[src/rtl/apb_pkg.sv]
package apb_pkg;

  // Master side phase of one APB transfer
  // Setup lasts one cycle, access holds until pready
  typedef enum logic [1:0] {
    st_idle   = 2'd0,
    st_setup  = 2'd1,
    st_access = 2'd2
  } apb_state_t;

endpackage

[src/rtl/lsu_pkg.sv]
package lsu_pkg;

  // Data path geometry
  localparam int data_w = 32;
  localparam int strb_w = data_w / 8;

  typedef logic [data_w-1:0] word_t;
  typedef logic [strb_w-1:0] strb_t;

  // Access size as carried by the command
  // Encoding matches the reference memory stage (0 byte, 1 half, 2 word)
  typedef enum logic [1:0] {
    size_byte = 2'd0,
    size_half = 2'd1,
    size_word = 2'd2
  } acc_size_t;

endpackage
[src/rtl/access_if.sv]
`timescale 1ns/100ps

interface access_if
  import lsu_pkg::*;
#(
  parameter int addr_w = 16
);

  // Registered access, held for the whole transfer
  logic              write;
  acc_size_t         size;
  logic              is_signed;
  logic [addr_w-1:0] addr;
  word_t             wdata;

  // Raw bus word captured at the end of the access
  word_t             rdata;

  modport ctrl (
    output write,
    output size,
    output is_signed,
    output addr,
    output wdata,
    output rdata
  );

  modport store (
    input size,
    input addr,
    input wdata
  );

  modport load (
    input size,
    input is_signed,
    input addr,
    input rdata
  );

endinterface

[src/rtl/lsu_top.sv]
`timescale 1ns/100ps

module lsu_top
  import lsu_pkg::*;
#(
  parameter int addr_w = 16
) (
  input  logic              clk,
  input  logic              nrst,

  // Command and response
  input  logic              cmd_valid,
  output logic              cmd_ready,
  input  logic              cmd_write,
  input  acc_size_t         cmd_size,
  input  logic              cmd_signed,
  input  logic [addr_w-1:0] cmd_addr,
  input  word_t             cmd_wdata,
  output logic              rsp_valid,
  output word_t             rsp_data,
  output logic              rsp_err,

  // APB master
  output logic              psel,
  output logic              penable,
  output logic              pwrite,
  output logic [addr_w-1:0] paddr,
  output word_t             pwdata,
  output strb_t             pstrb,
  input  word_t             prdata,
  input  logic              pready,
  input  logic              pslverr
);

  word_t load_data;

  access_if #(.addr_w(addr_w)) acc_bus ();

  lsu_ctrl #(
    .addr_w(addr_w)
  ) ctrl0 (
    .clk        (clk),
    .nrst       (nrst),
    .cmd_valid  (cmd_valid),
    .cmd_ready  (cmd_ready),
    .cmd_write  (cmd_write),
    .cmd_size   (cmd_size),
    .cmd_signed (cmd_signed),
    .cmd_addr   (cmd_addr),
    .cmd_wdata  (cmd_wdata),
    .acc        (acc_bus),
    .load_data  (load_data),
    .psel       (psel),
    .penable    (penable),
    .pwrite     (pwrite),
    .paddr      (paddr),
    .pready     (pready),
    .prdata     (prdata),
    .pslverr    (pslverr),
    .rsp_valid  (rsp_valid),
    .rsp_data   (rsp_data),
    .rsp_err    (rsp_err)
  );

  // Store lanes and strobes
  store_align align0 (
    .acc    (acc_bus),
    .pwdata (pwdata),
    .pstrb  (pstrb)
  );

  // Load lane pick and extension
  load_extend ext0 (
    .acc       (acc_bus),
    .load_data (load_data)
  );

endmodule

[src/rtl/load_extend.sv]
`timescale 1ns/100ps

module load_extend
  import lsu_pkg::*;
(
  access_if.load acc,
  output word_t  load_data
);

  word_t       byte_shift;
  logic [7:0]  byte_val;
  logic [15:0] half_val;

  // Lane selection
  assign byte_shift = acc.rdata >> (8 * acc.addr[1:0]);
  assign byte_val   = byte_shift[7:0];
  assign half_val   = acc.addr[1] ? acc.rdata[31:16] : acc.rdata[15:0];

  always_comb begin
    case (acc.size)
      size_byte: begin
        if (acc.is_signed) begin
          load_data = {{(data_w-8){byte_val[7]}}, byte_val};
        end else begin
          load_data = {{(data_w-8){1'b0}}, byte_val};
        end
      end
      size_half: begin
        if (acc.is_signed) begin
          load_data = {{(data_w-16){half_val[15]}}, half_val};
        end else begin
          load_data = {{(data_w-16){1'b0}}, half_val};
        end
      end
      default: begin
        load_data = acc.rdata;
      end
    endcase
  end

endmodule

[src/rtl/store_align.sv]
`timescale 1ns/100ps

module store_align
  import lsu_pkg::*;
(
  access_if.store acc,
  output word_t   pwdata,
  output strb_t   pstrb
);

  logic [1:0] lane;

  assign lane = acc.addr[1:0];

  always_comb begin
    case (acc.size)
      size_byte: begin
        // One lane picked by both low address bits
        pwdata = word_t'(acc.wdata[7:0]) << (8 * lane);
        pstrb  = strb_t'(1) << lane;
      end
      size_half: begin
        // Bit 0 ignored, bit 1 picks the half
        if (lane[1]) begin
          pwdata = {acc.wdata[15:0], 16'h0000};
          pstrb  = 4'b1100;
        end else begin
          pwdata = {16'h0000, acc.wdata[15:0]};
          pstrb  = 4'b0011;
        end
      end
      default: begin
        pwdata = acc.wdata;
        pstrb  = {strb_w{1'b1}};
      end
    endcase
  end

endmodule

[src/rtl/lsu_ctrl.sv]
`timescale 1ns/100ps

module lsu_ctrl
  import lsu_pkg::*;
  import apb_pkg::*;
#(
  parameter int addr_w = 16
) (
  input  logic              clk,
  input  logic              nrst,

  // Command side
  input  logic              cmd_valid,
  output logic              cmd_ready,
  input  logic              cmd_write,
  input  acc_size_t         cmd_size,
  input  logic              cmd_signed,
  input  logic [addr_w-1:0] cmd_addr,
  input  word_t             cmd_wdata,

  // Registered access towards the aligners
  access_if.ctrl            acc,
  input  word_t             load_data,

  // APB master
  output logic              psel,
  output logic              penable,
  output logic              pwrite,
  output logic [addr_w-1:0] paddr,
  input  logic              pready,
  input  word_t             prdata,
  input  logic              pslverr,

  // Response side
  output logic              rsp_valid,
  output word_t             rsp_data,
  output logic              rsp_err
);

  apb_state_t state;
  logic       cmd_fire;
  logic       access_done;

  assign cmd_ready   = (state == st_idle);
  assign cmd_fire    = cmd_valid && cmd_ready;
  assign access_done = (state == st_access) && pready;

  // Phase sequencing, pready low simply holds st_access
  always_ff @(posedge clk) begin
    if (!nrst) begin
      state     <= st_idle;
      rsp_valid <= 1'b0;
      rsp_err   <= 1'b0;
    end else begin
      rsp_valid <= 1'b0;
      rsp_err   <= 1'b0;
      case (state)
        st_idle: begin
          if (cmd_valid) begin
            state <= st_setup;
          end
        end
        st_setup: begin
          state <= st_access;
        end
        st_access: begin
          if (pready) begin
            state     <= st_idle;
            rsp_valid <= 1'b1;
            rsp_err   <= pslverr;
          end
        end
        default: begin
          state <= st_idle;
        end
      endcase
    end
  end

  // Command capture and read word capture
  always_ff @(posedge clk) begin
    if (cmd_fire) begin
      acc.write     <= cmd_write;
      acc.size      <= cmd_size;
      acc.is_signed <= cmd_signed;
      acc.addr      <= cmd_addr;
      acc.wdata     <= cmd_wdata;
    end
    if (access_done) begin
      acc.rdata <= prdata;
    end
  end

  // Bus outputs come straight from the held access
  assign psel    = (state != st_idle);
  assign penable = (state == st_access);
  assign pwrite  = acc.write;
  assign paddr   = {acc.addr[addr_w-1:2], 2'b00};

  // Extended load only for a clean read; acc still holds it during the pulse
  assign rsp_data = (rsp_valid && !acc.write && !rsp_err) ? load_data : '0;

endmodule

[config.mk]
export PLATFORM = sky130hd
export DESIGN_NAME = lsu_top
export DESIGN_NICKNAME = d
export VERILOG_FILES = /design/src/rtl/apb_pkg.sv /design/src/rtl/lsu_pkg.sv /design/src/rtl/access_if.sv /design/src/rtl/lsu_top.sv /design/src/rtl/load_extend.sv /design/src/rtl/store_align.sv /design/src/rtl/lsu_ctrl.sv
export SDC_FILE = /design/constraint.sdc
export NUM_CORES = 1
export LEC_CHECK = 0
export BUFFER_PORTS_ARGS = -buffer_cell sky130_fd_sc_hd__buf_2
export CAP_MARGIN = 20
export CORE_MARGIN = 10
export CORE_UTILIZATION = 50
export CTS_BUF_LIST = sky130_fd_sc_hd__clkbuf_8
export CTS_CLUSTER_DIAMETER = 200
export DETAILED_ROUTE_END_ITERATION = 16
export PLACE_DENSITY = 0.84
export RECOVER_POWER = 25
export SLEW_MARGIN = 20
export SYNTH_ARGS = -nofsm -noshare
export SYNTH_HDL_FRONTEND = slang
export SYNTH_HIERARCHICAL = 1
export SYNTH_SLANG_ARGS = --single-unit
[constraint.sdc]
create_clock -name clk -period 2.7 [get_ports clk]
set_clock_uncertainty 0.15 [all_clocks]
set_input_delay 0.135 -clock clk [delete_from_list [all_inputs] [get_ports clk]]
set_output_delay 0.135 -clock clk [all_outputs]
set_load 0.02 [all_outputs]
* Word level (Yosys, flattened, before mapping)
Index checks and enable logic that the tools add are counted.
Operators by class: equal/unequal tests 5, shifts and indexed selects 3, mux-type cells 13, reductions and logical operators 12
Operators with widths (number):
- $mux 32 | 4
- $pmux 32 s2 | 2
- $shl 8x5->32 | 1
- $shr 32x5->8 | 1
- $mux 16 | 1
- $pmux 4 s2 | 1
- $pmux 2 s3 | 1
- $eq 2x1->1 const B | 2
- $logic_and 1x1->1 | 4
- $logic_not 2->1 | 2
- $mux 2 | 2
- $mux 4 | 1
- $reduce_and 2->1 | 2
- $shl 1x2->4 const A | 1
- $reduce_and 3->1 | 1
- $eq 2x2->1 const B | 1
- $logic_not 1->1 | 2
- $ne 2x1->1 const B | 1
- $ne 2x2->1 const B | 1
- $reduce_bool 2->1 | 1
- $mux 1 | 1
Storage, ports and cells: flip-flop bits (word level) 88, input bits 89, word-level logic and storage cells 42

* Depth between registers and ports, before layout
Gate-level depths: netlist of run 1.
word-level depth 4, gate-level depth with buffers 6, depth with buffers taken out 4

* Modules after synthesis
The synthesis of run 1 kept the hierarchy.
By module, submodules not included:
- lsu_ctrl | instances 1, cells each 153, area each 3064.2 µm², sequential area each 2602.5 µm²
- load_extend | instances 1, cells each 93, area each 706.9 µm², sequential area each 0.0 µm²
- store_align | instances 1, cells each 82, area each 489.2 µm², sequential area each 0.0 µm²

* Worst setup path after synthesis of run 1
Ideal clock, no wire load.
kind register to register, start point register ctrl0.state[1], end point register ctrl0.acc.addr[0] (enable), library setup time 415 ps, data arrival time 1999 ps, required time 2135 ps, setup slack 136 ps, stages on the path, launching flop included 3, buffers on the path 0, cell sequence dfxtp_1 > nor2_1 > and2_1
On the way: longest elaborated chain between the ends 2
RTL lines:
- from (decl) | line lsu_ctrl.sv:40 | apb_state_t state;
- from (signal assigned) | line lsu_ctrl.sv:51 | state <= st_idle;
- from (signal assigned) | line lsu_ctrl.sv:60 | state <= st_setup;
- from (signal assigned) | line lsu_ctrl.sv:64 | state <= st_access;
- $logic_not 2->1 | line lsu_ctrl.sv:44 | assign cmd_ready = (state == st_idle);
- named net cmd_ready | line lsu_top.sv:13 | output logic cmd_ready,
- $logic_and 1x1->1 | line lsu_ctrl.sv:45 | assign cmd_fire = cmd_valid && cmd_ready;
- named net ctrl0.cmd_fire | line lsu_ctrl.sv:41 | logic cmd_fire;
- to (signal assigned) | line lsu_ctrl.sv:86 | acc.addr <= cmd_addr;
- to (decl) | line access_if.sv:23 | output addr,
The timed path passes the listed nets, and every way through them passes these cells. A chain may end at the register's enable or synchronous reset.

* Worst setup path after layout of run 1
start point register ctrl0.acc.size[0], end point output port rsp_data[3]
On the way: longest elaborated chain between the ends 3, elaborated cells between the ends (all ways) 4, those cells by class eq/ne: 1; mux: 2; reduce/logical: 1
RTL lines:
- from (decl) | line access_if.sv:21 | output size,
- from (signal assigned) | line lsu_ctrl.sv:84 | acc.size <= cmd_size;
- $eq 2x1->1 or $logic_not 2->1 (tied branches) | line load_extend.sv:20 | case (acc.size)
- $pmux 32 s2 (*) | line load_extend.sv:20
- named net load_data[3] | line lsu_top.sv:35 | word_t load_data;
- $mux 32 (*) | line lsu_ctrl.sv:101 | assign rsp_data = (rsp_valid && !acc.write && !rsp_err) ? load_data : '0;
- to (decl) | line lsu_top.sv:20 | output word_t rsp_data,
Mark *: on every way through the listed nets, which the timed path passes. The rest lies on a longest branch.

==> impl_metrics.csv, run 1 <==
group,metric,value,unit
global_routing,number_of_global_route_vias_before_repair,3966,
final_layout,most_common_cell_after_layout_fill_and_taps_aside,"sky130_fd_sc_hd__buf_2",
final_layout,nFillCells,539,
die,floorplan.initialDensity,0.516,
synth,synthFlopType,"sky130_fd_sc_hd__edfxtp_1",
synth,synth.avg_cell_area,13.0,um2
clock_network,clkLatencyLatePin,0.34,ns
drt,drt_pass1_iterations,4,
global_routing,groute.usage.overall,0.215,
die,die_area,0.0126,mm2
drt,routed_wirelength,14100,um
drt,route.vias.total,3734,
critical_path,critical_path.startpoint_type,"register",
min_path,hold_class,"input port to register",
final_layout,final_util,0.753,
global_routing,initial_antenna_violation_count,1,
final_layout,fin_cells,692,
clock_network,cts_tree,"yes",
drt,drtAntennaViolNets,0,
synth,synthesis.yosys.warnings,6,
critical_path,worst_r2r_path_depth,3,
critical_path,critical-path-top-delay-family,"flip-flops",
final_layout,final_layout_size_suffix_gt1_frac,0.430,
placed_design,dpl.cell_count,582,
critical_path,slowest_delay,0.66,ns
placed_design,hpwlAfterDp,9010,um
critical_path,worst_setup_path_end_kind,"output pin",
sta,rsz0062_at_grt,"false",
synth,yosysUniqueCellTypes,40,
die,floorplan.die.height,112,um
drt,post_drt_wl_per_cell,20.3,um
global_routing,overall_overflow_remaining_after_global_route,0,
sta,min_period_over_period,0.927,
power_and_ir_drop,design_power_total,3.13,mW
critical_path,setup.reg_to_reg.worst_slack,1.06,ns
clock_network,cts_num_sinks,88,
sta,slew_violations,0,
placed_design,post-place-ws,0.329,ns
flow_run,drv.max_cap_violation_count,0,
global_routing,grt_max_degree,49,
critical_path,worst_r2r_endpoint,"ctrl0/state[1]$_SDFFE_PN0P_",
die,num_io_pins,179,
power_and_ir_drop,power.static_leakage,2.74,nW
drt,avgViaCountPerCell,5.40,
synth,synth.cell_area,0.00426,mm2
die,core.rowCount,33,
critical_path,termination_of_the_worst_setup_path,"rsp_data[3]",
critical_path,class_of_the_most_critical_setup_path,"register to output pin",
power_and_ir_drop,power.ir.vdd_worst,325,uV
placed_design,post_place_instance_area,0.00510,mm2
critical_path,critical_path_stages,5,
final_layout,area.growth.synth_to_final,46.0,%
sta,worst_hold_slack,0.343,ns
sta,layout_setup_ws,0.197,ns
sta,shortest_period_the_worst_path_allows,2.50,ns
global_routing,wire_length_of_the_first_global_routing_pass,21900,um
placed_design,globalplace.congestion,0.854,
drt,initialDrtViolationCount,250,
die,design.core.area,0.00826,mm2
clock_network,clock_transition_time_at_the_flip_flop_clock_pins_of_the_worst_setup_and_hold_paths,0.09,ns
critical_path,path_buf_inv,1,
synth,async_set_reset_flop_share_out_of_synthesis,0,
drt,remaining_drc_errors,0,
synth,register_area_share_after_synthesis,0.611,
synth,count_of_flip_flops_with_a_built_in_enable_after_synthesis,84,
die,die_x_extent,112,um
sta,max_slew_margin,0.406,
final_layout,layout.cell_area.non_filler,0.00622,mm2
clock_network,max-clock-path-buffers,2,
sta,finalSetupViolations,0,
sta,tightest_slew,0.890,ns
critical_path,path_max_fanout,17,
critical_path,critical_path_cell_by_cell,"nand2b_1 > a21oi_2 > o221a_2 > and2_1 > buf_2",
synth,flip_flop_and_latch_count_after_synthesis,88,
placed_design,port_buf_inserts,176,
critical_path,crit_slowest_cell,"sky130_fd_sc_hd__edfxtp_1",
critical_path,required_time_of_the_worst_setup_path,2.41,ns
run_status,outcome,"finished, final reports clean",
sta,finalSetupTns,0,ns
final_layout,layout_common_cells,"sky130_fd_sc_hd__buf_2, sky130_fd_sc_hd__dlygate4sd3_1, sky130_fd_sc_hd__edfxtp_1",
clock_network,numCtsBuffers,9,
final_layout,nNetsFinal,670,
sta,max_clock_freq,0.399,GHz
power_and_ir_drop,power_density,502,mW/mm2
clock_network,cts.root.buffer_cell,"sky130_fd_sc_hd__clkbuf_8",
critical_path,cp-startpoint,"ctrl0/acc.size[0]$_DFFE_PP_",
sta,hold_viol,0,
synth,number_of_standard_cells_after_synthesis,328,
critical_path,arrival,2.22,ns
critical_path,worst_r2r_startpoint,"ctrl0/state[0]$_SDFFE_PN0P_",
clock_network,cts.htree.levels,3,
==> kinds of logic after synthesis <==
group / Yosys count / synth area share
buffers and inverters: 39 / 0.0599
other: 1 / 0.000880
DFF: 88 / 0.611
muxes: 11 / 0.0300
AOI/OAI and AO/OA: 70 / 0.138
and+or+nand+nor: 119 / 0.161
==> registers in the layout, summed over array words and instances (netlist names) <==
name / cells
ctrl0/acc.size: 2
ctrl0/rsp_valid: 1
ctrl0/acc.write: 1
ctrl0/acc.rdata: 32
ctrl0/acc.addr: 16
ctrl0/state: 2
ctrl0/rsp_err: 1
ctrl0/acc.wdata: 32
ctrl0/acc.is_signed: 1
==> worst reg2reg max path, cell delays in order (launching register included) <==
cell and delay [ns]:
sky130_fd_sc_hd__dfxtp_1 0.36, sky130_fd_sc_hd__and2b_1 0.23, sky130_fd_sc_hd__a31o_2 0.25, sky130_fd_sc_hd__dlygate4sd3_1 0.55
==> how the worst min path moves through the flow <==
stage / start / to / cells past startpoint / slack, ns
after floorplan: cmd_addr[0] / ctrl0/acc.addr[0]$_DFFE_PP_ / 0 / 0.08
after global placement: cmd_wdata[7] / ctrl0/acc.wdata[7]$_DFFE_PP_ / 1 / 0.16
after detailed placement: cmd_wdata[12] / ctrl0/acc.wdata[12]$_DFFE_PP_ / 1 / 0.16
after CTS: cmd_wdata[0] / ctrl0/acc.wdata[0]$_DFFE_PP_ / 2 / 0.32
after global routing: cmd_wdata[19] / ctrl0/acc.wdata[19]$_DFFE_PP_ / 2 / 0.33
final: prdata[24] / ctrl0/acc.rdata[24]$_DFFE_PP_ / 2 / 0.34
==> power breakdown <==
group / internal, mW / switching [mW]
clock: 0.430 / 0.475
sequential: 1.58 / 0.0457
combinational: 0.275 / 0.325
total: 2.28 / 0.845
==> routing by layer <==
layer,GRT usage,part of all wire,up-vias
met5,0,0,-
met4,0.0795,0.025,0
met3,0.102,0.13,28
met2,0.348,0.47,272
met1,0.243,0.37,1734
li1,-,-,1700
==> repair_timing <==
item | in CTS | in global routing
gates resized for setup | 1 | 0
hold endpoints to repair | 88 | 0
buffers inserted | 0 | 3
setup endpoints to repair | 8 | 14
hold buffers | 90 | 0
==> cell usage after synthesis (8+ instances only) <==
cell	n	share of area
sky130_fd_sc_hd__and2_2	21	0.037
sky130_fd_sc_hd__a221o_1	8	0.019
sky130_fd_sc_hd__and2_1	21	0.031
sky130_fd_sc_hd__mux2i_1	9	0.021
sky130_fd_sc_hd__edfxtp_1	84	0.59
sky130_fd_sc_hd__a22oi_1	8	0.014
sky130_fd_sc_hd__nand3_1	8	0.0094
sky130_fd_sc_hd__a22o_1	16	0.033
sky130_fd_sc_hd__o221a_2	8	0.021
sky130_fd_sc_hd__nand2_1	48	0.042
sky130_fd_sc_hd__o21ai_2	10	0.021
sky130_fd_sc_hd__buf_4	20	0.035
sky130_fd_sc_hd__o21ai_0	14	0.016
==> final cells by class <==
| class | instances | area [um2] | area share |
|---|---|---|---|
| inverter | 4 | 15.0 | 0.00241 |
| clock buffer | 9 | 124 | 0.0199 |
| timing repair buffer | 276 | 1870 | 0.300 |
| sequential | 88 | 2600 | 0.418 |
| antenna | 1 | 2.50 | 0.000402 |
| multi-input combinational | 202 | 1410 | 0.227 |
| clock inverter | 7 | 71.3 | 0.0115 |
| tap | 105 | 131 | 0.0211 |
No activity file was read; power rests on OpenSTA's default activity.
==> inputs of run 2 (changes only) <==
==> constraint.sdc (replaced) <==
create_clock -name clk -period 2.7 [get_ports clk]
set_clock_uncertainty 0.15 [all_clocks]
set_input_delay 0.81 -clock clk [delete_from_list [all_inputs] [get_ports clk]]
set_output_delay 0.81 -clock clk [all_outputs]
set_load 0.02 [all_outputs]
==> run 2 against run 1 <==
The flow now finishes with violations (negative setup slack); largest power group unchanged; fmax fell by 16%; non-clock buffer count fell by 56; critical path type unchanged; design area rose by 0.46%; first-iteration DRC count fell by 20%; clock power rose by 8.2%; register-to-register slack improved by 0.06 ns; global-route usage fell by 1.6 points; flip-flop and latch count did not move.
==> impl_metrics.csv, run 2 (synthesis results as in run 1) <==
group,metric,value,unit
placed_design,post_place_instance_area,0.00522,mm2
drt,drt_pass1_iterations,5,
min_path,hold_class,"input port to register",
clock_network,clock_transition_time_at_the_flip_flop_clock_pins_of_the_worst_setup_and_hold_paths,0.10,ns
global_routing,grt_max_degree,49,
drt,routed_wirelength,14400,um
drt,avgViaCountPerCell,5.64,
global_routing,groute.layer.met1.usage,0.208,
min_path,min_path_cells,1,
clock_network,ctsHoldBuffers,0,
sta,finalSetupTns,-11.89,ns
global_routing,number_of_global_route_vias_before_repair,3684,
clock_network,cts_num_sinks,88,
die,design.core.area,0.00826,mm2
sta,slew_violations,0,
die,core.rowCount,33,
placed_design,port_buf_inserts,176,
power_and_ir_drop,power.ir.vdd_worst,449,uV
sta,max_clock_freq,0.336,GHz
final_layout,area.growth.synth_to_final,46.7,%
critical_path,critical_path.startpoint_type,"register",
flow_run,drv.max_cap_violation_count,0,
critical_path,worst_setup_path_end_kind,"output pin",
critical_path,worst_r2r_path_depth,3,
sta,hold_viol,0,
drt,post_drt_wl_per_cell,22.6,um
global_routing,groute.usage.overall,0.199,
die,die_area,0.0126,mm2
die,num_io_pins,179,
final_layout,most_common_cell_after_layout_fill_and_taps_aside,"sky130_fd_sc_hd__buf_2",
clock_network,cts.htree.levels,3,
final_layout,nNetsFinal,615,
power_and_ir_drop,power_density,524,mW/mm2
clock_network,max-clock-path-buffers,2,
critical_path,setup.reg_to_reg.worst_slack,1.12,ns
die,floorplan.initialDensity,0.516,
final_layout,layout_common_cells,"sky130_fd_sc_hd__buf_2, sky130_fd_sc_hd__edfxtp_1, sky130_fd_sc_hd__buf_6",
critical_path,arrival,2.01,ns
global_routing,overall_overflow_remaining_after_global_route,0,
run_status,violated_checks,"negative setup slack",
clock_network,cts_tree,"yes",
sta,min_period_over_period,1.10,
global_routing,wire_length_of_the_first_global_routing_pass,20200,um
global_routing,grt_busiest_layer,"met2",
min_path,timing.hold.worst_endpoint,"ctrl0/acc.wdata[2]$_DFFE_PP_",
final_layout,layout.cell_area.non_filler,0.00625,mm2
die,die_x_extent,112,um
final_layout,largestRegisters,"ctrl0/acc.rdata: 32 flops, ctrl0/acc.wdata: 32 flops, ctrl0/acc.addr: 16 flops",
critical_path,worst_r2r_startpoint,"ctrl0/state[0]$_SDFFE_PN0P_",
placed_design,globalplace.congestion,0.877,
power_and_ir_drop,design_power_total,3.27,mW
final_layout,final_layout_size_suffix_gt1_frac,0.614,
drt,route.vias.total,3593,
placed_design,hpwlAfterDp,9430,um
run_status,outcome,"finished with violations",
critical_path,path_max_fanout,8,
critical_path,required_time_of_the_worst_setup_path,1.74,ns
die,floorplan.die.height,112,um
drt,remaining_drc_errors,0,
drt,initialDrtViolationCount,199,
final_layout,final_util,0.757,
drt,drtAntennaViolNets,0,
clock_network,cts.root.buffer_cell,"sky130_fd_sc_hd__clkbuf_8",
critical_path,worst_r2r_endpoint,"ctrl0/acc.rdata[1]$_DFFE_PP_",
sta,layout_setup_ws,-0.273,ns
global_routing,initial_antenna_violation_count,1,
global_routing,global_route.usage.met3,0.0932,
global_routing,gr-usage-met2,0.353,
min_path,hold_path.startpoint,"cmd_wdata[2]",
critical_path,class_of_the_most_critical_setup_path,"register to output pin",
clock_network,numCtsBuffers,9,
power_and_ir_drop,power.static_leakage,2.70,nW
sta,rsz0062_at_grt,"true",
sta,shortest_period_the_worst_path_allows,2.97,ns
sta,finalSetupViolations,66,
clock_network,clkLatencyLatePin,0.34,ns
## run 2: changes by cell type in the layout (fill, tap and decap cells not counted), moves of 6 or more
cell	delta
sky130_fd_sc_hd__o21ai_0	-14
sky130_fd_sc_hd__and2_1	-8
sky130_fd_sc_hd__buf_2	-55
sky130_fd_sc_hd__nand2_2	+9
sky130_fd_sc_hd__and2_4	+26
sky130_fd_sc_hd__and2_2	-18
sky130_fd_sc_hd__dlygate4sd3_1	-90
sky130_fd_sc_hd__buf_4	+20
sky130_fd_sc_hd__nand2_1	-10
sky130_fd_sc_hd__a22oi_1	-8
sky130_fd_sc_hd__buf_6	+70
sky130_fd_sc_hd__a22oi_2	+8
sky130_fd_sc_hd__o21ai_1	+7
sky130_fd_sc_hd__o21ai_2	+6
## run 2: timing repair
action,CTS,global route
buffers inserted,19,3
endpoints found under the setup margin,56,65
gates cloned,1,0
gates resized for setup,132,82
pin swaps,2,6
## run 2: worst max path at each step
stage	slack (ns)	to	start	cells past startpoint
finish	-0.27	rsp_data[15]	ctrl0/acc.addr[1]$_DFFE_PP_	5
global route	-0.36	rsp_data[2]	ctrl0/acc.size[0]$_DFFE_PP_	8
CTS	-0.30	rsp_data[15]	ctrl0/acc.addr[1]$_DFFE_PP_	5
detailed placement	0.04	rsp_data[15]	ctrl0/acc.addr[1]$_DFFE_PP_	5
global placement	0.09	rsp_data[10]	ctrl0/acc.addr[1]$_DFFE_PP_	7
floorplan	0.03	rsp_data[10]	ctrl0/acc.addr[1]$_DFFE_PP_	4
## run 2: metrics by stage
stage	hold WS, ns	worst slack, ns	cells
2_1_floorplan	0.417	0.0276	329
3_3_place_gp	0.429	0.0872	597
3_5_place_dp	0.453	0.0446	597
4_1_cts	0.459	-0.302	633
5_1_grt	0.453	-0.356	636
6_report	0.467	-0.273	637
## run 2: layer usage
layer,vias to the layer above,share of wire
li1,1600,-
met1,1695,0.34
met2,259,0.50
met3,39,0.13
met4,0,0.030
met5,-,0
## run 2: critical path, cell delays in order (launching register included)
cell and delay (ns):
sky130_fd_sc_hd__edfxtp_1 0.40, sky130_fd_sc_hd__mux4_2 0.52, sky130_fd_sc_hd__nor3b_4 0.20, sky130_fd_sc_hd__a221o_1 0.28
sky130_fd_sc_hd__and2_4 0.15, sky130_fd_sc_hd__buf_6 0.12
## run 2: final cells by class
class / instances / area (um2)
fill: 518 / 2010
clock inverter: 7 / 88.8
tap: 105 / 131
multi-input combinational: 203 / 1630
inverter: 4 / 17.5
clock buffer: 9 / 124
timing repair buffer: 220 / 1660
antenna: 1 / 2.50
sequential: 88 / 2600
## run 2: power by group
| group | internal (mW) | leakage [nW] | total (mW) | switching [mW] |
|---|---|---|---|---|
| Combinational | 0.312 | 1.77 | 0.675 | 0.363 |
| Clock | 0.517 | 0.114 | 0.979 | 0.462 |
| Sequential | 1.58 | 0.820 | 1.62 | 0.0433 |
| Total | 2.40 | 2.70 | 3.27 | 0.868 |
